**src/verilog/gb_cfg.svh**
```systemverilog
// console system glue constants
// register addresses, memory region bounds, interrupt vectors
// and fake serial link timing

`ifndef GB_CFG_SVH
`define GB_CFG_SVH

// single address io registers
`define GB_ADDR_JOY   16'hFF00 // P1 joypad select
`define GB_ADDR_SB    16'hFF01 // serial data
`define GB_ADDR_SC    16'hFF02 // serial control
`define GB_ADDR_IF    16'hFF0F // interrupt flags
`define GB_ADDR_KEY1  16'hFF4D // speed switch, colour only
`define GB_ADDR_SVBK  16'hFF70 // wram bank, colour only
`define GB_ADDR_IE    16'hFFFF // interrupt enable

// memory regions, inclusive bounds
`define GB_WRAM_LO    16'hC000
`define GB_WRAM_HI    16'hFDFF // echo area folds onto wram
`define GB_ZP_LO      16'hFF80
`define GB_ZP_HI      16'hFFFE // 127 bytes

// interrupts
`define GB_IRQ_COUNT  5
`define GB_VEC_BASE   8'h40 // vblank vector
`define GB_VEC_STEP   8     // spacing between vectors
`define GB_VEC_IDLE   8'h55 // nothing pending

// internal clock serial
`define GB_SER_DIV    512 // cpu cycles per bit
`define GB_SER_BITS   8

// ram address widths
`define GB_WRAM_ABITS 15 // 8 banks of 4k
`define GB_ZP_ABITS   7

`endif

```
**src/verilog/gb_bus_pkg.sv**
```systemverilog
// cpu bus types
// the flat bus the cpu core drives and the decoded region
// every glue block works from

package gb_bus_pkg;

	// one cycle of cpu bus, strobes active high
	typedef struct packed {
		logic [15:0] addr;
		logic [7:0]  wdata;
		logic        wr; // write lands on the edge ending this cycle
		logic        rd;
	} cpu_bus_t;

	// one region per address, picked by gb_addr_decode
	typedef enum logic [3:0] {
		rgn_none,  // rom, cart ram, unmapped
		rgn_wram,
		rgn_zpram,
		rgn_joy,
		rgn_sb,
		rgn_sc,
		rgn_iflag,
		rgn_ie,
		rgn_key1,
		rgn_svbk
	} gb_region_t;

endpackage

```
**src/verilog/gb_irq_pkg.sv**
```systemverilog
// interrupt types
// source indices in priority order and the matching request vector

`include "gb_cfg.svh"

package gb_irq_pkg;

	// lowest index wins
	typedef enum logic [2:0] {
		irq_vblank = 3'd0,
		irq_lcd    = 3'd1,
		irq_timer  = 3'd2,
		irq_serial = 3'd3,
		irq_joypad = 3'd4
	} irq_src_t;

	// one bit per source, indexed by irq_src_t
	typedef logic [`GB_IRQ_COUNT-1:0] irq_vec_t;

endpackage

```
**src/verilog/gb_irq_ctrl.sv**
```systemverilog
// interrupt controller
// IE and IF registers, the priority vector for the acknowledge cycle,
// clearing of the served flag when acknowledge drops and
// the joypad falling edge source

`timescale 1ns/1ps

`include "gb_cfg.svh"

module gb_irq_ctrl (
	input  logic                   clk_cpu,
	input  logic                   reset,
	input  gb_bus_pkg::cpu_bus_t   cpu_bus,
	input  gb_bus_pkg::gb_region_t region,
	input  logic                   irq_ack,
	input  gb_irq_pkg::irq_vec_t   src_pulse, // one cycle pulses
	input  logic [7:0]             joy_lines, // active low button lines
	output logic                   irq_n,
	output logic [7:0]             irq_vector,
	output logic [7:0]             rdata
);

	import gb_bus_pkg::*;
	import gb_irq_pkg::*;

	irq_vec_t   if_r;
	irq_vec_t   ie_r;
	irq_vec_t   pending;
	irq_vec_t   set_vec;
	irq_src_t   top_src;    // highest priority pending source
	logic       top_valid;
	logic [7:0] joy_d1;
	logic [7:0] joy_d2;
	logic       joy_edge;   // registered falling edge on any line
	logic       ack_q;
	logic       ack_fall;

	assign pending  = if_r & ie_r;
	assign irq_n    = ~|pending; // low while anything is flagged and enabled
	assign ack_fall = ack_q & ~irq_ack;

	// joypad edge joins the external pulses on its own bit
	always_comb begin
		set_vec = src_pulse;
		set_vec[irq_joypad] = set_vec[irq_joypad] | joy_edge;
	end

	// priority encoder, lowest index wins
	always_comb begin
		top_valid = 1'b0;
		top_src   = irq_vblank;
		for (int i = `GB_IRQ_COUNT-1; i >= 0; i--) begin
			if (pending[i]) begin
				top_valid = 1'b1;
				top_src   = irq_src_t'(i);
			end
		end
	end

	assign irq_vector = top_valid ? `GB_VEC_BASE + 8'(`GB_VEC_STEP) * 8'(top_src)
	                              : `GB_VEC_IDLE;

	//----------------------------------------------------------------------
	// flag and enable registers
	//----------------------------------------------------------------------
	always_ff @(posedge clk_cpu) begin
		if (reset) begin
			if_r     <= '0;
			ie_r     <= '0;
			ack_q    <= 1'b0;
			joy_d1   <= 8'hFF; // all released
			joy_d2   <= 8'hFF;
			joy_edge <= 1'b0;
		end else begin
			ack_q    <= irq_ack;
			joy_d1   <= joy_lines;
			joy_d2   <= joy_d1;
			joy_edge <= |(~joy_d1 & joy_d2);
			if_r     <= if_r | set_vec;
			if (ack_fall && top_valid)
				if_r[top_src] <= 1'b0; // served source only
			if (cpu_bus.wr && region == rgn_iflag)
				if_r <= cpu_bus.wdata[`GB_IRQ_COUNT-1:0]; // cpu write wins
			if (cpu_bus.wr && region == rgn_ie)
				ie_r <= cpu_bus.wdata[`GB_IRQ_COUNT-1:0];
		end
	end

	// register readback, unused upper bits differ between IF and IE
	always_comb begin
		case (region)
			rgn_iflag: rdata = {3'b111, if_r};
			rgn_ie:    rdata = {3'b000, ie_r};
			default:   rdata = 8'hFF;
		endcase
	end

endmodule

```
**config.mk**
```make
export PLATFORM = sky130hd
export DESIGN_NAME = gb_irq_ctrl
export DESIGN_NICKNAME = d
export VERILOG_FILES = /design/src/verilog/gb_bus_pkg.sv /design/src/verilog/gb_irq_pkg.sv /design/src/verilog/gb_irq_ctrl.sv
export VERILOG_INCLUDE_DIRS = /design/src /design/src/verilog
export SDC_FILE = /design/constraint.sdc
export NUM_CORES = 1
export LEC_CHECK = 0
export ABC_CLOCK_PERIOD_IN_PS = 1400
export BUFFER_PORTS_ARGS = -buffer_cell sky130_fd_sc_hd__buf_4
export CAP_MARGIN = 20
export CELL_PAD_IN_SITES_DETAIL_PLACEMENT = 1
export CELL_PAD_IN_SITES_GLOBAL_PLACEMENT = 1
export CORE_MARGIN = 4
export CORE_UTILIZATION = 33
export CTS_BUF_LIST = sky130_fd_sc_hd__clkbuf_4 sky130_fd_sc_hd__clkbuf_8
export DETAILED_ROUTE_END_ITERATION = 16
export GPL_ROUTABILITY_DRIVEN = 0
export PLACE_DENSITY = 0.87
export SETUP_SLACK_MARGIN = 0.05
export SYNTH_ARGS = -nofsm -noshare
export SYNTH_HDL_FRONTEND = slang
export SYNTH_SLANG_ARGS = --single-unit
```
**constraint.sdc**
```tcl
create_clock -name clk_cpu -period 1.4 [get_ports clk_cpu]
set_input_delay 0.07 -clock clk_cpu [delete_from_list [all_inputs] [get_ports clk_cpu]]
set_output_delay 0.07 -clock clk_cpu [all_outputs]
set_load 0.03 [all_outputs]
```
==> results.json <==
{
  "syn_to_final_growth_pct": 44.5,
  "fillCellCount": 428,
  "rows": 22,
  "drt_iter0_markers": 64,
  "grt_pass1_wl_um": 5310,
  "yosys_warnings": 0,
  "start_kind": "register",
  "min_path_type": "in2reg",
  "timing.final.crit_share": 0.972,
  "vias_per_cell": 4.90,
  "yosysUniqueCellTypes": 33,
  "antenna_found_initial": 0,
  "wl_per_cell_um": 14.2,
  "timing.fmax_mhz": 735,
  "fin_skew_ps": 8.82,
  "synthXorXnorAreaFrac": 0,
  "synth.avg_cell_area_um2": 8.99,
  "start_util": 0.341,
  "path_class": "reg2out",
  "p_per_area_nw_per_um2": 963,
  "layout-drive-gt1-share": 0.440,
  "ys_top_cells_by_area": "dfxtp_1, or2_2, mux2i_1, buf_4, nand2_1",
  "rsz0062_at_grt": "true",
  "synth_edf_count": 0,
  "finalSetupViolations": 0,
  "period_needed_ps": 1360,
  "synthAdderAreaFrac": 0,
  "syn-cell-area_um2": 1240,
  "yosysTopAreaCell": "dfxtp_1",
  "yosysTopAreaCellShare": 0.452,
  "htree_num_levels": 1,
  "cp_data_arrival_time_ps": 1290,
  "leakagePower_nw": 0.805,
  "regArea_um2": 574,
  "core_um2": 3630,
  "wl_um": 3300,
  "slew_violations": 0,
  "ys.flop_type": "dfxtp_1",
  "layout.cells.non_filler": 232,
  "max_cap_viol_count": 0,
  "synth-async-reset-ratio": 0,
  "path_max_fanout": 5,
  "cts_tree": "built",
  "status": "completed",
  "synth_seq_area_share": 0.452,
  "n_antenna_cell": 0,
  "irDropWorstVdd_uv": 653,
  "multi_input_area_um2": 623,
  "grt_pass1_vias": 1165,
  "die-area_um2": 4800,
  "cts_buffers": 3,
  "vias": 1137,
  "grt_use_total": 0.131,
  "insertion_delay_ps": 270,
  "postSynthCellCount": 138,
  "hpwlAfterDp_um": 2410,
  "synth-simple-area-share": 0.265,
  "cp_data_required_time_ps": 1330,
  "dp_cells": 215,
  "ys_seq_elements": 28,
  "cts.sink_count": 28,
  "drcViolationCount": 0,
  "grt_max_degree": 29,
  "synthMuxAreaShare": 0.0404,
  "die_y_um": 69.3,
  "die_x_um": 69.3,
  "p_total_mw": 1.73,
  "finalHoldViolCount": 0,
  "end_kind": "primary output",
  "final_net_count": 231,
  "synth_top_family_by_area": "simple AND/OR/NAND/NOR gates",
  "overflow": 0,
  "root_buffer": "clkbuf_8",
  "numPortBuffers": 39,
  "synth_compound_area_frac": 0.148,
  "ios": 63,
  "clkTransAtPathRegs_ps": 90,
  "drtAntennaViolNets": 0,
  "dr.pass1.iters": 4,
  "clockBufferDepth": 2
}
-- final cells by class --
| cell class | instances | share of cell area |
|---|---|---|
| repair buffers | 53 | 0.237 |
| well taps | 48 | 0.0335 |
| clock buffers | 3 | 0.0230 |
| clock inverters | 1 | 0.0168 |
| multi-input cells | 89 | 0.348 |
| inverters | 10 | 0.0209 |
| flip-flops and latches | 28 | 0.321 |
-- power breakdown --
part           total (mW)  internal [mW]  switching (mW)  leakage [nW]
Sequential          0.855          0.833          0.0224         0.235
Combinational       0.251          0.128           0.123         0.535
Clock               0.619          0.382           0.237        0.0357
Total                1.73           1.34           0.382         0.805
-- worst max-delay path: stages (launching register included) --
cell	delay (ps)
dfxtp_4	350
a22o_4	280
nor3b_4	230
buf_6	160
-- cells in the final DEF (no fill, tap or decap), drive strengths merged --
master	n
clkinv	1
nor3	3
nand4	4
a22o	2
or2	16
o221ai	1
nor4b	1
dlygate4sd3	8
and3b	1
bufinv	1
and4b	1
a22oi	1
o41ai	4
o41a	1
o21ai	5
nor2b	1
a21oi	6
nand3	7
clkbuf	3
dfxtp	28
conb	3
nor3b	2
buf	45
inv	9
o22ai	4
a211oi	1
nor4	1
mux2i	5
nor2	6
or2b	1
nand2	10
nand4b	2
-- per-layer routing --
layer | vias to the layer above | wire, um | GRT usage
met3 | 2 | 153 | 0.0275
met5 | - | 0 | 0
met2 | 35 | 1870 | 0.260
li1 | 560 | - | -
met1 | 540 | 1270 | 0.139
met4 | 0 | 8 | 0.0282
-- cell families (layout without fill, tap and decap cells) --
group	Yosys count	count (layout)
mux	5	5
other cells	2	3
buf+inv	22	67
simple gates	56	56
compound gates	25	25
flops	28	28
-- stage by stage --
step           area (um2)   util  setup TNS (ps)  hold WS [ps]  setup slack, ps
3_5_place_dp         1540  0.425               0           261              165
5_1_grt              1790  0.493           -80.4          24.6            -34.3
4_1_cts              1740  0.480               0          28.6             15.0
6_report             1790  0.493               0          32.2             38.9
2_1_floorplan        1250      -           -55.5           174            -55.5
3_3_place_gp         1540  0.425               0           255              216
-- repair_timing --
item | in CTS | in global routing
hold endpoints to repair | 8 | 0
setup endpoints to repair | 5 | 7
resized for setup | 8 | 9
hold buffers | 8 | 0
pin swaps | 3 | 2
buffers inserted | 4 | 1
-- sequential cells by signal, summed over array words and instances, names as in the netlist --
register and count:
ack_q 1, joy_d2 8, if_r 5, joy_d1 8, ie_r 5, joy_edge 1
-- final timing paths --
| check | endpoint | slack (ps) | start | depth (start not counted) |
|---|---|---|---|---|
| setup / recovery | irq_vector[2] | 40 | if_r[0] | 3 |
| hold / removal | ack_q | 30 | irq_ack | 2 |
| setup reg to reg | if_r[3] | 80 | if_r[0] | 4 |
| hold reg to reg | joy_d2[7] | 440 | joy_d1[7] | 1 |
-- synth_stat cells, types with 2 or more instances --
cell type	instances
a21oi_1	6
buf_2	3
buf_4	6
clkbuf_1	3
conb_1	2
dfxtp_1	28
inv_1	9
mux2i_1	5
nand2_1	10
nand3_1	7
nand4_1	4
nand4b_1	2
nor2_1	6
nor3_1	3
nor3b_1	2
o21ai_0	5
o22ai_1	4
o41ai_1	3
or2_2	16
Note: power is estimated with default switching activity, not from simulation.
