## src/verilog/gb_cfg.svh

```systemverilog
// console system glue constants
// register addresses, memory region bounds, interrupt vectors
// and fake serial link timing

`ifndef GB_CFG_SVH
`define GB_CFG_SVH

// single address io registers
`define GB_ADDR_JOY   16'hFF00 // P1 joypad select
`define GB_ADDR_SB    16'hFF01 // serial data
`define GB_ADDR_SC    16'hFF02 // serial control
`define GB_ADDR_IF    16'hFF0F // interrupt flags
`define GB_ADDR_KEY1  16'hFF4D // speed switch, colour only
`define GB_ADDR_SVBK  16'hFF70 // wram bank, colour only
`define GB_ADDR_IE    16'hFFFF // interrupt enable

// memory regions, inclusive bounds
`define GB_WRAM_LO    16'hC000
`define GB_WRAM_HI    16'hFDFF // echo area folds onto wram
`define GB_ZP_LO      16'hFF80
`define GB_ZP_HI      16'hFFFE // 127 bytes

// interrupts
`define GB_IRQ_COUNT  5
`define GB_VEC_BASE   8'h40 // vblank vector
`define GB_VEC_STEP   8     // spacing between vectors
`define GB_VEC_IDLE   8'h55 // nothing pending

// internal clock serial
`define GB_SER_DIV    512 // cpu cycles per bit
`define GB_SER_BITS   8

// ram address widths
`define GB_WRAM_ABITS 15 // 8 banks of 4k
`define GB_ZP_ABITS   7

`endif

```

## src/verilog/gb_bus_pkg.sv

```systemverilog
// cpu bus types
// the flat bus the cpu core drives and the decoded region
// every glue block works from

package gb_bus_pkg;

	// one cycle of cpu bus, strobes active high
	typedef struct packed {
		logic [15:0] addr;
		logic [7:0]  wdata;
		logic        wr; // write lands on the edge ending this cycle
		logic        rd;
	} cpu_bus_t;

	// one region per address, picked by gb_addr_decode
	typedef enum logic [3:0] {
		rgn_none,  // rom, cart ram, unmapped
		rgn_wram,
		rgn_zpram,
		rgn_joy,
		rgn_sb,
		rgn_sc,
		rgn_iflag,
		rgn_ie,
		rgn_key1,
		rgn_svbk
	} gb_region_t;

endpackage

```

## src/verilog/gb_addr_decode.sv

```systemverilog
// cpu address decoder
// maps each bus address onto exactly one region, colour-only
// registers drop to none on the original console

`timescale 1ns/1ps

`include "gb_cfg.svh"

module gb_addr_decode (
	input  gb_bus_pkg::cpu_bus_t   cpu_bus,
	input  logic                   is_gbc,
	output gb_bus_pkg::gb_region_t region
);

	import gb_bus_pkg::*;

	logic [15:0] addr;
	logic        in_wram;
	logic        in_zp;

	assign addr = cpu_bus.addr;

	// c000-fdff incl echo
	assign in_wram = (addr >= `GB_WRAM_LO) && (addr <= `GB_WRAM_HI);
	// ff80-fffe, ffff is ie
	assign in_zp   = (addr >= `GB_ZP_LO) && (addr <= `GB_ZP_HI);

	//----------------------------------------------------------------------
	// region select
	//----------------------------------------------------------------------
	always_comb begin
		region = rgn_none; // rom, cart ram, unused io
		if (in_wram) begin
			region = rgn_wram;
		end else if (in_zp) begin
			region = rgn_zpram;
		end else begin
			case (addr)
				`GB_ADDR_JOY:  region = rgn_joy;
				`GB_ADDR_SB:   region = rgn_sb;
				`GB_ADDR_SC:   region = rgn_sc;
				`GB_ADDR_IF:   region = rgn_iflag;
				`GB_ADDR_IE:   region = rgn_ie;
				`GB_ADDR_KEY1: region = is_gbc ? rgn_key1 : rgn_none; // colour only
				`GB_ADDR_SVBK: region = is_gbc ? rgn_svbk : rgn_none;
				default:       region = rgn_none;
			endcase
		end
	end

endmodule

```

## config.mk

```make
export PLATFORM = sky130hd
export DESIGN_NAME = gb_addr_decode
export DESIGN_NICKNAME = d
export VERILOG_FILES = /design/src/verilog/gb_bus_pkg.sv /design/src/verilog/gb_addr_decode.sv
export VERILOG_INCLUDE_DIRS = /design/src /design/src/verilog
export SDC_FILE = /design/constraint.sdc
export NUM_CORES = 1
export LEC_CHECK = 0
export ABC_CLOCK_PERIOD_IN_PS = 1500
export BUFFER_PORTS_ARGS = -buffer_cell sky130_fd_sc_hd__buf_2
export CAP_MARGIN = 20
export CORE_AREA = 2 2 39 41
export DETAILED_ROUTE_END_ITERATION = 6
export DIE_AREA = 0 0 41 43
export GPL_TIMING_DRIVEN = 0
export PLACE_DENSITY = 0.51
export RECOVER_POWER = 50
export SYNTH_ARGS = -nofsm -noshare
export SYNTH_HDL_FRONTEND = slang
export SYNTH_SLANG_ARGS = --single-unit
```

## constraint.sdc

```tcl
create_clock -name vclk -period 1.5
set_input_delay 0.3 -clock vclk [all_inputs]
set_output_delay 0.3 -clock vclk [all_outputs]
set_load 0.01 [all_outputs]
```

==> impl_metrics.yaml, run 1 <==
outcome:
  run_status: "finished, violations left"
  failed_checks: "negative setup slack"
layout:
  final_cell_area_um2: 345
  syn_to_final_growth_pct: 104
  seq_cells: 0
  fill_cells: 166
  regArea_um2: 0
  final_layout_size_suffix_gt1_share_pct: 57.1
  fin_nets: 78
  diodes: 0
  num-clock-buffers: 0
critical_path:
  cp.arrival_ns: 1.32
  cp_max_fo: 3
  crit_type: "in -> out"
  worstPathRequired_ns: 1.20
  end_kind: "output port"
  cp_cell_sequence: "buf_8 -> or3_4 -> nor2_4 -> a41oi_2 -> nor4b_2 -> buf_2"
  slowest_stage: "or3_4"
  slowest_delay_ns: 0.41
  start_kind: "input port"
floorplanning:
  boundaryPins: 31
  dieHeight_um: 43
  core_area_um2: 1380
  die_w_um: 41
  die_area_um2: 1760
  initial_core_util_pct: 12.2
  fp-row-count: 14
sta:
  slew_viol_final: 0
  timing.hold.ws_ns: 0.922
  relSlewSlack_pct: 79.6
  clock.fmax_mhz: 616
  worst_slack_ns: -0.122
  fin_crit_sh_pct: 108
  tightest_slew_ns: 0.304
  final.setup.tns_ns: -0.230
  setup-violations-final: 3
  finalHoldViolations: 0
  grt_setup_unrepaired: "true"
  fin_crit_ns: 1.62
yosys:
  synth_area_per_cell_um2: 6.50
  syn_inst: 26
  synth-warning-count: 0
  netlist_area_um2: 169
  synth.yosys.seq_area_share_pct: 0
  synthesis.nets: 53
  ys_types: 19
routing:
  wire_per_inst_um: 9.46
  drt-initial-drc-count: 2
  drt_wl_total_um: 615
  avgViaCountPerCell: 4.46
  vias: 290
  antenna_left: 0
  remaining_drc_errors: 0
  drtPass1Iterations: 2
global_route:
  grt_pass1_vias: 265
  antenna_found_initial: 0
  grt_pass1_wl_mm: 1.00
  grt_max_degree: 6
  gr-total-overflow: 0
  grtUsageTotal_pct: 7.39
placement:
  hpwl_um: 525
  place.port_buffers: 21
  dp_slack_ns: -0.159
  place.gp.congestion: 0.715
  place_area_um2: 294
worst_hold_path:
  hold_path.class: "in -> out"
power:
  p_per_area_nw_per_um2: 188
  p_leak_nw: 0.159
  finalPower_mw: 0.0649
  ir_worst_vdd_mv: 0.0532
flow_run:
  maxCapViolCount: 0
clocking:
  cts_hold_buf: 0
==> synth_stat cells <==
cell type	number	area share, %
xnor2_1	1	5.2
o41ai_1	1	5.2
nor4b_2	1	8.9
nand2_1	2	4.4
o21ai_0	1	3.0
nor3_1	2	5.9
a21oi_1	1	3.0
nand3_1	1	3.0
a31oi_1	2	7.4
or3_4	1	6.7
nand4_1	2	7.4
inv_1	1	2.2
a41oi_1	1	5.2
and3_1	2	7.4
nor2_1	3	6.7
o31ai_1	1	4.4
and3b_1	1	5.2
a32oi_1	1	5.2
nor2_2	1	3.7
==> kinds of logic after synthesis <==
group / count (synthesis) / share of synthesized area (%)
XOR/XNOR: 1 / 5.19
AO/OA/AOI/OAI: 8 / 33.3
AND/OR/NAND/NOR: 16 / 59.3
buffers and inverters: 1 / 2.22
==> worst max-delay path, delay by kind of cell <==
| kind | cells | cell delay [ns] |
|---|---|---|
| and+or+nand+nor | 3 | 0.72 |
| AOI/OAI and AO/OA | 1 | 0.04 |
| buffers and inverters | 2 | 0.25 |
==> area by class of cell <==
class              count  area [um^2]  share of cell area, %
multi-input cells     25          185                   53.6
inverters              1         3.75                   1.09
well taps             16         20.0                   5.80
repair buffers        23          136                   39.5
==> cell usage in the layout (no fill, tap or decap), drive strengths merged <==
cell type  count
buf           23
nor2           4
and3           2
nand4          2
nor3           2
nand2          2
a31oi          2
inv            1
xnor2          1
o31ai          1
or3            1
o21ai          1
a21oi          1
and3b          1
nand3          1
a32oi          1
o41ai          1
a41oi          1
nor4b          1
==> report_power, final <==
| group | internal [mW] | leakage [nW] | switching [mW] |
|---|---|---|---|
| Sequential | 0 | 0 | 0 |
| Clock | 0 | 0 | 0 |
| Combinational | 0.0353 | 0.159 | 0.0296 |
==> per-stage QoR <==
stage	utilization (%)	std cells
after floorplan	-	26
after global placement	21.2	63
after detailed placement	21.2	63
after CTS	24.4	64
after global routing	25.0	65
final	25.0	65
==> worst paths after layout <==
kind                        start         to  slack [ns]  cells past startpoint
worst max-delay path  cpu_bus[12]  region[3]       -0.12                      6
worst min-delay path  cpu_bus[17]  region[3]        0.92                      3
==> timing repair <==
action,in CTS,in global routing
endpoints found under the setup margin,3,4
gates cloned,0,0
buffers inserted,1,1
gates resized for setup,9,0
pin swaps,1,2
==> per-layer routing <==
layer | wire, um | part of all wire, % | GRT usage [%] | up-vias
met3 | 29 | 4.7 | 0 | 0
li1 | - | - | - | 154
met2 | 324 | 53 | 13.1 | 8
met4 | 0 | 0 | 0 | 0
met5 | 0 | 0 | 0 | -
met1 | 262 | 43 | 10.1 | 128
(Power assumes the default switching activity.)
==> run 2, diff against run 1 <==
--- a/config.mk
+++ b/config.mk
@@ -12,7 +12,6 @@
 export CORE_AREA = 2 2 39 41
 export DETAILED_ROUTE_END_ITERATION = 6
 export DIE_AREA = 0 0 41 43
-export GPL_TIMING_DRIVEN = 0
 export PLACE_DENSITY = 0.51
 export RECOVER_POWER = 50
 export SYNTH_ARGS = -nofsm -noshare
==> impl_metrics.yaml, run 2 (synthesized netlist as in run 1, its figures left out) <==
outcome:
  run_status: "finished, violations left"
  failed_checks: "negative setup slack"
floorplanning:
  fp-row-count: 14
  boundaryPins: 31
  core_area_um2: 1380
  initial_core_util_pct: 12.2
  die_w_um: 41
  die_area_um2: 1760
  dieHeight_um: 43
layout:
  mostFrequentLayoutCell: "buf_2"
  fill_cells: 152
  num-clock-buffers: 0
  final_layout_size_suffix_gt1_share_pct: 70.2
  fin_nets: 86
  regArea_um2: 0
  final_cells: 73
  diodes: 0
  syn_to_final_growth_pct: 152
  layout_common_cells: "18 x buf_2, 10 x buf_4, 3 x nor2_1, 3 x buf_6"
  seq_cells: 0
routing:
  vias: 321
  antenna_left: 0
  remaining_drc_errors: 0
  avgViaCountPerCell: 4.40
  drt-initial-drc-count: 3
  wire_per_inst_um: 10.0
  drt_wl_total_um: 733
  drtPass1Iterations: 2
critical_path:
  worstPathRequired_ns: 1.20
  cp_max_fo: 3
  endpoint: "region[3]"
  start_kind: "input port"
  end_kind: "output port"
  cp-startpoint: "cpu_bus[25]"
  cp.arrival_ns: 1.34
  crit_type: "in -> out"
sta:
  worst_slack_ns: -0.136
  grt_setup_unrepaired: "true"
  fin_crit_ns: 1.64
  setup-violations-final: 4
  clock.fmax_mhz: 611
  fin_crit_sh_pct: 109
  relSlewSlack_pct: 81.4
  slew_viol_final: 0
  finalHoldViolations: 0
  final.setup.tns_ns: -0.301
  tightest_slew_ns: 0.276
worst_hold_path:
  hold_path.class: "in -> out"
power:
  p_per_area_nw_per_um2: 195
  p_leak_nw: 0.202
  finalPower_mw: 0.0830
  ir_worst_vdd_mv: 0.0557
global_route:
  grtUsageTotal_pct: 8.39
  grt_max_degree: 6
  grt_pass1_wl_mm: 1.12
  antenna_found_initial: 0
  grt_pass1_vias: 296
  gr-total-overflow: 0
placement:
  place.gp.congestion: 0.735
  dp_cells: 73
  place.port_buffers: 21
clocking:
  cts_hold_buf: 0
  post_cts_buffers: 0
flow_run:
  maxCapViolCount: 0
==> run 2: changes by cell type in the layout (fill, tap and decap cells not counted), sizes merged <==
cell / previous run / this run
buf: 23 / 31
==> run 2: worst min-delay path by stage <==
stage / depth (start not counted) / slack, ns / start / endpoint
floorplan: 1 / 0.63 / cpu_bus[17] / region[3]
global placement: 3 / 0.92 / cpu_bus[17] / region[3]
detailed placement: 3 / 0.91 / cpu_bus[17] / region[3]
CTS: 3 / 0.91 / cpu_bus[17] / region[3]
global route: 3 / 0.96 / cpu_bus[17] / region[3]
finish: 3 / 0.94 / cpu_bus[17] / region[3]
==> run 2: area by class of cell <==
class	count	area [um^2]	area share, %
inverters	1	3.75	0.882
repair buffers	31	199	46.8
well taps	16	20.0	4.71
multi-input cells	25	203	47.6
==> run 2: power by group <==
part / internal (mW) / switching (mW) / leakage (nW)
clock: 0 / 0 / 0
sequential: 0 / 0 / 0
combinational: 0.0469 / 0.0361 / 0.202
==> run 2: timing repair <==
item                                    4_1_cts  5_1_grt
gates cloned                                  0        0
endpoints found under the setup margin        4        4
pin swaps                                     5        5
hold endpoints to repair                      0        0
resized for setup                             4        8
==> run 2: per-stage QoR <==
stage	hold slack, ns	instance area, um^2	util [%]	setup WS [ns]
global placement	0.916	369	26.7	-0.139
finish	0.944	425	30.7	-0.136
global route	0.960	425	30.7	-0.223
floorplan	0.634	169	-	0.00727
CTS	0.912	384	27.8	-0.133
detailed placement	0.913	369	26.7	-0.139
==> run 2: routing by layer <==
metal | vias up | global-route usage [%] | wire length (um)
met5 | - | 0 | 0
met4 | 0 | 0 | 16
met3 | 2 | 0 | 33
met2 | 10 | 13.8 | 390
met1 | 139 | 12.7 | 293
li1 | 170 | - | -
==> run 2: worst max-delay path, cell delays in order <==
cell,delay (ns)
buf_2,0.09
and3_1,0.17
nand4_1,0.19
buf_4,0.20
nor4b_2,0.22
buf_2,0.16
