File: src/verilog/gb_cfg.svh
// console system glue constants
// register addresses, memory region bounds, interrupt vectors
// and fake serial link timing

`ifndef GB_CFG_SVH
`define GB_CFG_SVH

// single address io registers
`define GB_ADDR_JOY   16'hFF00 // P1 joypad select
`define GB_ADDR_SB    16'hFF01 // serial data
`define GB_ADDR_SC    16'hFF02 // serial control
`define GB_ADDR_IF    16'hFF0F // interrupt flags
`define GB_ADDR_KEY1  16'hFF4D // speed switch, colour only
`define GB_ADDR_SVBK  16'hFF70 // wram bank, colour only
`define GB_ADDR_IE    16'hFFFF // interrupt enable

// memory regions, inclusive bounds
`define GB_WRAM_LO    16'hC000
`define GB_WRAM_HI    16'hFDFF // echo area folds onto wram
`define GB_ZP_LO      16'hFF80
`define GB_ZP_HI      16'hFFFE // 127 bytes

// interrupts
`define GB_IRQ_COUNT  5
`define GB_VEC_BASE   8'h40 // vblank vector
`define GB_VEC_STEP   8     // spacing between vectors
`define GB_VEC_IDLE   8'h55 // nothing pending

// internal clock serial
`define GB_SER_DIV    512 // cpu cycles per bit
`define GB_SER_BITS   8

// ram address widths
`define GB_WRAM_ABITS 15 // 8 banks of 4k
`define GB_ZP_ABITS   7

`endif

File: src/verilog/gb_bus_pkg.sv
// cpu bus types
// the flat bus the cpu core drives and the decoded region
// every glue block works from

package gb_bus_pkg;

	// one cycle of cpu bus, strobes active high
	typedef struct packed {
		logic [15:0] addr;
		logic [7:0]  wdata;
		logic        wr; // write lands on the edge ending this cycle
		logic        rd;
	} cpu_bus_t;

	// one region per address, picked by gb_addr_decode
	typedef enum logic [3:0] {
		rgn_none,  // rom, cart ram, unmapped
		rgn_wram,
		rgn_zpram,
		rgn_joy,
		rgn_sb,
		rgn_sc,
		rgn_iflag,
		rgn_ie,
		rgn_key1,
		rgn_svbk
	} gb_region_t;

endpackage

File: src/verilog/gb_io_regs.sv
// joypad, speed switch and serial registers
// P1 select lines and button matrix, KEY1 prepare and speed bits,
// and the internal clock serial transfer with no link partner
// so SB always reads back as ff

`timescale 1ns/1ps

`include "gb_cfg.svh"

module gb_io_regs (
	input  logic                   clk_cpu,
	input  logic                   reset,
	input  gb_bus_pkg::cpu_bus_t   cpu_bus,
	input  gb_bus_pkg::gb_region_t region,
	input  logic                   is_gbc,
	input  logic                   cpu_stop,  // stop instruction pulse
	input  logic [7:0]             joystick,  // active high buttons
	input  logic [5:0]             joy_sgb,
	output logic [5:0]             joy_p54,
	output logic [7:0]             joy_lines,
	output logic                   serial_irq,
	output logic                   sc_int_clock,
	output logic                   speed,
	output logic [7:0]             rdata
);

	import gb_bus_pkg::*;

	localparam int ser_div_bits = $clog2(`GB_SER_DIV);
	localparam int ser_cnt_bits = $clog2(`GB_SER_BITS + 1);

	logic [1:0]              p54;       // P15 P14 select, low selects
	logic [3:0]              joy_p4;
	logic [3:0]              joy_p5;
	logic                    prepare;
	logic                    sc_start;
	logic                    sc_wr;
	logic                    ser_run;
	logic                    ser_done;
	logic [ser_div_bits-1:0] ser_div;   // cycles left in the bit
	logic [ser_cnt_bits-1:0] ser_cnt;   // bits left

	//----------------------------------------------------------------------
	// joypad
	//----------------------------------------------------------------------
	// directions on P14, buttons on P15, deselected nibble reads high
	assign joy_p4    = ~{joystick[2], joystick[3], joystick[1], joystick[0]} | {4{p54[0]}};
	assign joy_p5    = ~{joystick[7], joystick[6], joystick[5], joystick[4]} | {4{p54[1]}};
	assign joy_lines = {joy_p4, joy_p5};
	assign joy_p54   = {p54, joy_p4 & joy_p5};

	// p54 select and KEY1 state
	always_ff @(posedge clk_cpu) begin
		if (reset) begin
			p54     <= 2'b11;
			prepare <= 1'b0;
			speed   <= 1'b0;
		end else begin
			if (cpu_bus.wr && region == rgn_joy)
				p54 <= cpu_bus.wdata[5:4];
			if (cpu_bus.wr && region == rgn_key1)
				prepare <= cpu_bus.wdata[0];
			if (is_gbc && prepare && cpu_stop) begin // switch on stop
				speed   <= ~speed;
				prepare <= 1'b0;
			end
		end
	end

	//----------------------------------------------------------------------
	// fake serial, internal clock only
	//----------------------------------------------------------------------
	assign sc_wr    = cpu_bus.wr && region == rgn_sc;
	assign ser_run  = sc_start && sc_int_clock && !sc_wr;
	assign ser_done = ser_run && ser_cnt == '0;

	always_ff @(posedge clk_cpu) begin
		if (reset) begin
			sc_start     <= 1'b0;
			sc_int_clock <= 1'b0;
			serial_irq   <= 1'b0;
		end else begin
			serial_irq <= ser_done; // one cycle pulse
			if (sc_wr) begin
				sc_start     <= cpu_bus.wdata[7];
				sc_int_clock <= cpu_bus.wdata[0];
			end else if (ser_done) begin
				sc_start <= 1'b0; // transfer over
			end
		end
	end

	// bit divider and countdown
	always_ff @(posedge clk_cpu) begin
		if ((sc_wr && cpu_bus.wdata[7]) || ser_done) begin
			ser_div <= ser_div_bits'(`GB_SER_DIV - 1);
			ser_cnt <= ser_cnt_bits'(`GB_SER_BITS);
		end else if (ser_run) begin
			ser_div <= ser_div - 1'b1;
			if (ser_div == '0)
				ser_cnt <= ser_cnt - 1'b1; // next bit
		end
	end

	always_comb begin
		case (region)
			rgn_joy:  rdata = {2'b11, joy_sgb};
			rgn_sb:   rdata = 8'hFF; // nothing shifted in
			rgn_sc:   rdata = {sc_start, 6'h3F, sc_int_clock};
			rgn_key1: rdata = {speed, 6'h3F, prepare};
			default:  rdata = 8'hFF;
		endcase
	end

endmodule

File: config.mk
export PLATFORM = sky130hd
export DESIGN_NAME = gb_io_regs
export DESIGN_NICKNAME = d
export VERILOG_FILES = /design/src/verilog/gb_bus_pkg.sv /design/src/verilog/gb_io_regs.sv
export VERILOG_INCLUDE_DIRS = /design/src /design/src/verilog
export SDC_FILE = /design/constraint.sdc
export NUM_CORES = 1
export LEC_CHECK = 0
export BUFFER_PORTS_ARGS = -buffer_cell sky130_fd_sc_hd__buf_4
export CORE_AREA = 2 2 55 57
export DETAILED_ROUTE_END_ITERATION = 10
export DIE_AREA = 0 0 57 59
export GPL_TIMING_DRIVEN = 0
export HOLD_SLACK_MARGIN = 0.03
export PLACE_DENSITY = 0.83
export SYNTH_ARGS = -nofsm -noshare
export SYNTH_HDL_FRONTEND = slang
export SYNTH_SLANG_ARGS = --single-unit
File: constraint.sdc
create_clock -name clk_cpu -period 2.5 [get_ports clk_cpu]
set_input_delay 0.5 -clock clk_cpu [delete_from_list [all_inputs] [get_ports clk_cpu]]
set_output_delay 0.5 -clock clk_cpu [all_outputs]
set_load 0.02 [all_outputs]
==> impl_metrics.toml, run 1 <==
[power_and_ir_drop]
pwr_density_cell_nw_per_um2 = 349
leakagePower_nw = 0.653
power.internal_w = 0.000426
p_sw_share_pct = 24.4
totalPowerFinal_w = 0.000563
p_sw_w = 0.000137
seqPwrFrac_pct = 57.4
irDropWorstVdd_uv = 285
clockPowerShare_pct = 26.7
comb_power_share_pct = 15.9

[floorplanning]
die_area_sq_um = 3360
io_pins = 73
rows = 19
dieWidth_um = 57
start_util_pct = 43.4
core_area_sq_um = 2710
die_h_um = 59

[synthesis]
ys_seq_area_share_pct = 34.0
yosysMostFrequentCell = "dfxtp_1"
syn-num-nets = 186
synth-edff-count = 0
synthTopCellsByArea = "dfxtp_1 34%, nand2b_1 6.4%, nand2_1 5.4%, xnor2_1 3.7%, ha_1 3.2%"
synth_common_cells = "20 x dfxtp_1, 17 x nand2_1, 12 x nand2b_1, 10 x inv_1, 7 x nand3_1"
yosys.area.top_type = "dfxtp_1"
synthArstFlopShare_pct = 0
synth.top_cell.area_share_pct = 34.0
ys_types = 43
synth_area_per_cell_sq_um = 8.72
synth-seq-cells = 20
synthesis.area_sq_um = 1180
netlist_instances = 135
yosysWarnings = 0
ys.flop_type = "dfxtp_1"

[sta]
skew_ns = 0.00540
finalSetupViolCount = 0
max_clock_freq_mhz = 464
rsz0062_at_grt = "no"
relSlewSlack_pct = 63.5
hold_slack_ns = 0.397
fin_crit_sh_pct = 86.2
slew_viol_final = 0
min_period_ns = 2.16
hold_violations = 0
fin_tns_setup_ns = 0
worst_pin_slew_ns = 0.545

[worst_setup_path]
crit_required_ns = 2.00
crit_path_end_kind = "output port"
worst_setup_path_start_kind = "input pin"
crit_type = "input pin to output port"
crit_fanout = 10
crit_arrival_ns = 1.66

[global_route]
track_usage_pct = 18.2
grt_max_degree = 11
antenna_found_initial = 0
grt_overflow = 0
grt_pass1_vias = 1083
grt_pass1_wl_um = 4750

[routing]
drc = 0
postRouteAntennaNets = 0
drt_pass1_iterations = 4
wl_um = 2940
wl_per_cell_um = 13.4
drt_iter0_drc = 36
vias = 1180
via_per_inst = 5.39

[clock_tree]
ctsHoldBuffers = 0
clk_latency_ns = 0.31
post_cts_resized = 0
clock_sinks = 20
cts_max_path_buffers = 2
clkTransAtPathRegs_ns = 0.10
numCtsBuffers = 3
cts-root-buf = "clkbuf_4"
postCtsSetupRepairBufs = 0
h-tree-depth = 1
tritoncts = "yes"

[finish]
final_nets = 241
area_delta_synth_final_pct = 37.1
num-fill-cells = 246
drive_above_1_share_pct = 35.1
antennaDiodeCount = 0

[flow_run]
maxCapViolCount = 0

[outcome]
status = "completed"

[placed_design]
hpwl_um = 2350
io_buffers = 50
gp_congestion = 0.811

[min_path]
hold_class = "input pin to register"
[metrics by stage]
step | utilization, % | setup WS, ns | std cells | instance area [sq um]
CTS | 59.6 | 0.358 | 219 | 1610
global route | 59.6 | 0.290 | 219 | 1610
detailed placement | 58.7 | 0.369 | 216 | 1590
finish | 59.6 | 0.344 | 219 | 1610
floorplan | - | 0.618 | 135 | 1180
global placement | 58.7 | 0.371 | 216 | 1590
[layout by cell type, fill, tap and decap left out, drive strengths merged, types with 2 or more instances in the layout]
| master | n |
|---|---|
| a2111oi | 2 |
| a211o | 3 |
| a211oi | 2 |
| a21o | 3 |
| a21oi | 6 |
| a311o | 2 |
| a31oi | 2 |
| and2 | 5 |
| buf | 54 |
| clkbuf | 3 |
| dfxtp | 20 |
| ha | 3 |
| inv | 10 |
| nand2 | 17 |
| nand2b | 12 |
| nand3 | 7 |
| nand3b | 2 |
| nand4 | 2 |
| nand4bb | 2 |
| nor2 | 2 |
| nor3 | 3 |
| or2 | 2 |
| xnor2 | 5 |
| xor2 | 3 |
[worst paths after layout]
check / from / to / slack (ns) / depth (start not counted)
max: region[3] / rdata[7] / 0.34 / 6
min: is_gbc / prepare / 0.40 / 2
min reg2reg: ser_div[5] / ser_div[5] / 0.52 / 2
max reg2reg: ser_div[4] / ser_cnt[3] / 0.81 / 4
[critical path, stage by stage]
cell and delay (ns):
buf_4 0.12, and3b_1 0.33, buf_2 0.26, nand2_1 0.10, a21o_1 0.19, buf_4 0.15
[layer usage]
metal  track usage, %  routed length (um)  vias up
met4             8.64                  56        0
met5                0                   0        -
li1                 -                   -      578
met2             31.4                1390       50
met1             20.9                1200      545
met3             5.02                 292        7
[power groups by stage]
stage                     clock [W]  sequential, W  combinational [W]
after floorplan                   0       0.000331          0.0000366
after global placement            0       0.000331          0.0000879
after detailed placement          0       0.000331          0.0000894
after CTS                  0.000155       0.000324          0.0000897
after global routing       0.000171       0.000324          0.0000967
final                      0.000150       0.000324          0.0000896
[registers in the layout (all words and copies together) (netlist names)]
| signal | cells |
|---|---|
| speed | 1 |
| ser_div | 9 |
| prepare | 1 |
| serial_irq | 1 |
| ser_cnt | 4 |
| sc_int_clock | 1 |
| sc_start | 1 |
| p54 | 2 |
[cell type report]
cell class                      count  area [sq um]  area share (%)
Tap cell                           31          38.8            2.40
Buffer                              4          25.0            1.55
Multi-Input combinational cell    101           714            44.3
Sequential cell                    20           400            24.8
Clock buffer                        3          22.5            1.40
Timing Repair Buffer               50           375            23.3
Inverter                           10          37.5            2.33
[cell families (layout without fill, tap and decap cells)]
logic type	count (synthesis)	in the layout	synth area share, %
AO/OA/AOI/OAI	26	26	18.5
XOR/XNOR	8	8	5.95
adder cells (fa/ha/maj)	3	3	3.19
buffers and inverters	14	67	5.31
flip-flops	20	20	34.0
multiplexers	2	2	1.81
other	1	1	0.319
AND/OR/NAND/NOR	61	61	30.9
Note: power is estimated with default switching activity, not from simulation.
==> inputs of run 2 (changes only) <==
Settings changed: CORE_AREA 2 2 55 57 to 2 2 56 58, DIE_AREA 0 0 57 59 to 0 0 58 60, PLACE_DENSITY 0.83 to 0.8.
Clock period 2.5 ns to 2.4 ns, I/O delays scaled along.
==> impl_metrics.toml, run 2 (synthesis gave the netlist of run 1 again) <==
[outcome]
status = "completed"

[sta]
finalSetupViolCount = 0
max_clock_freq_mhz = 480
relSlewSlack_pct = 65.3
worst_pin_slew_ns = 0.518
slew_viol_final = 0
min_period_ns = 2.08
skew_ns = 0.00557
rsz0062_at_grt = "no"
fin_ws_ns = 0.315
hold_violations = 0
fin_crit_sh_pct = 86.9
fin_tns_setup_ns = 0

[finish]
layout_commonest_cell = "buf_4"
final_cells = 221
num-fill-cells = 267
seqCellArea_sq_um = 400
final_nets = 241
area_delta_synth_final_pct = 37.3
largest_register_ffs = 9
most-common-layout-cells = "52 x buf_4, 20 x dfxtp_1, 17 x nand2_1"
reg.largest.list = "ser_div (9), ser_cnt (4), p54 (2)"
drive_above_1_share_pct = 35.1
top_register = "ser_div"
multi_input_area_sq_um = 714
antennaDiodeCount = 0

[floorplanning]
core_area_sq_um = 2900
rows = 20
die_h_um = 60
start_util_pct = 40.6
die_area_sq_um = 3480
io_pins = 73
dieWidth_um = 58

[clock_tree]
h-tree-depth = 1
cts_max_path_buffers = 2
clk_latency_ns = 0.31
cts-root-buf = "clkbuf_4"
clock_sinks = 20
clkTransAtPathRegs_ns = 0.11
numCtsBuffers = 3
tritoncts = "yes"
postCtsSetupRepairBufs = 0
ctsHoldBuffers = 0
post_cts_resized = 0

[worst_setup_path]
cp_cell_sequence = "buf_4, and3b_1, buf_2, nand2_1, a21o_1, buf_4"
critPathSlowestCell = "and3b_1"
worst_setup_path_start_kind = "input pin"
cp_common_cell = "buf_4"
crit_family = "buffers and inverters"
critPathBufInv = 3
crit_type = "input pin to output port"
cp_slowest_stage_delay_ns = 0.32
crit_fanout = 10
crit_arrival_ns = 1.60
crit_path_end_kind = "output port"
crit_required_ns = 1.92

[global_route]
grt_pass1_vias = 1070
grt_pass1_wl_um = 4670
grt_max_degree = 11
track_usage_pct = 17.5
antenna_found_initial = 0
grt_overflow = 0

[placed_design]
hpwl_um = 2340
place_ws_ns = 0.322
gp_congestion = 0.818
io_buffers = 50
dp_cells = 218

[power_and_ir_drop]
irDropWorstVdd_uv = 317
totalPowerFinal_w = 0.000590
leakagePower_nw = 0.653
pwr_density_cell_nw_per_um2 = 365

[routing]
wl_per_cell_um = 13.1
wl_um = 2890
drc = 0
drt_pass1_iterations = 4
via_per_inst = 5.20
vias = 1150
drt_iter0_drc = 46
postRouteAntennaNets = 0

[flow_run]
maxCapViolCount = 0

[min_path]
hold_class = "input pin to register"
==> run 2: layout make-up <==
class,instances,area share [%]
Multi-Input combinational cell,101,44.2
Inverter,10,2.32
Buffer,4,1.55
Tap cell,33,2.55
Clock buffer,3,1.39
Sequential cell,20,24.8
Timing Repair Buffer,50,23.2
==> run 2: per-stage QoR <==
stage / utilization, % / hold WS, ns / instance area (sq um)
final: 55.7 / 0.361 / 1620
after global routing: 55.7 / 0.376 / 1620
after CTS: 55.7 / 0.357 / 1620
after detailed placement: 54.9 / 0.496 / 1590
after global placement: 54.9 / 0.486 / 1590
after floorplan: - / 0.467 / 1180
==> run 2: worst paths after layout <==
check / from / to / slack, ns / cells after the start
worst max-delay path: region[3] / rdata[7] / 0.32 / 6
worst max register to register: ser_div[4] / ser_div[8] / 0.74 / 4
worst min-delay path: is_gbc / prepare / 0.36 / 2
worst min register to register: ser_div[5] / ser_div[5] / 0.52 / 2
==> run 2: worst register-to-register path: stages (launching register included) <==
cell	delay, ns
dfxtp_1	0.34
or4_4	0.57
a211o_1	0.30
o31ai_1	0.23
nand3b_1	0.11
==> run 2: power breakdown <==
part	internal [W]	switching, W
clock	0.0000588	0.000101
combinational	0.0000509	0.0000427
sequential	0.000334	0.00000238
total	0.000444	0.000146
==> run 2: routing by layer <==
layer	track usage, %	vias up	part of all wire (%)
met5	0	-	0
met2	30.7	29	52
met3	3.68	5	5.6
met4	7.97	0	1.7
li1	-	578	-
met1	20.4	538	41
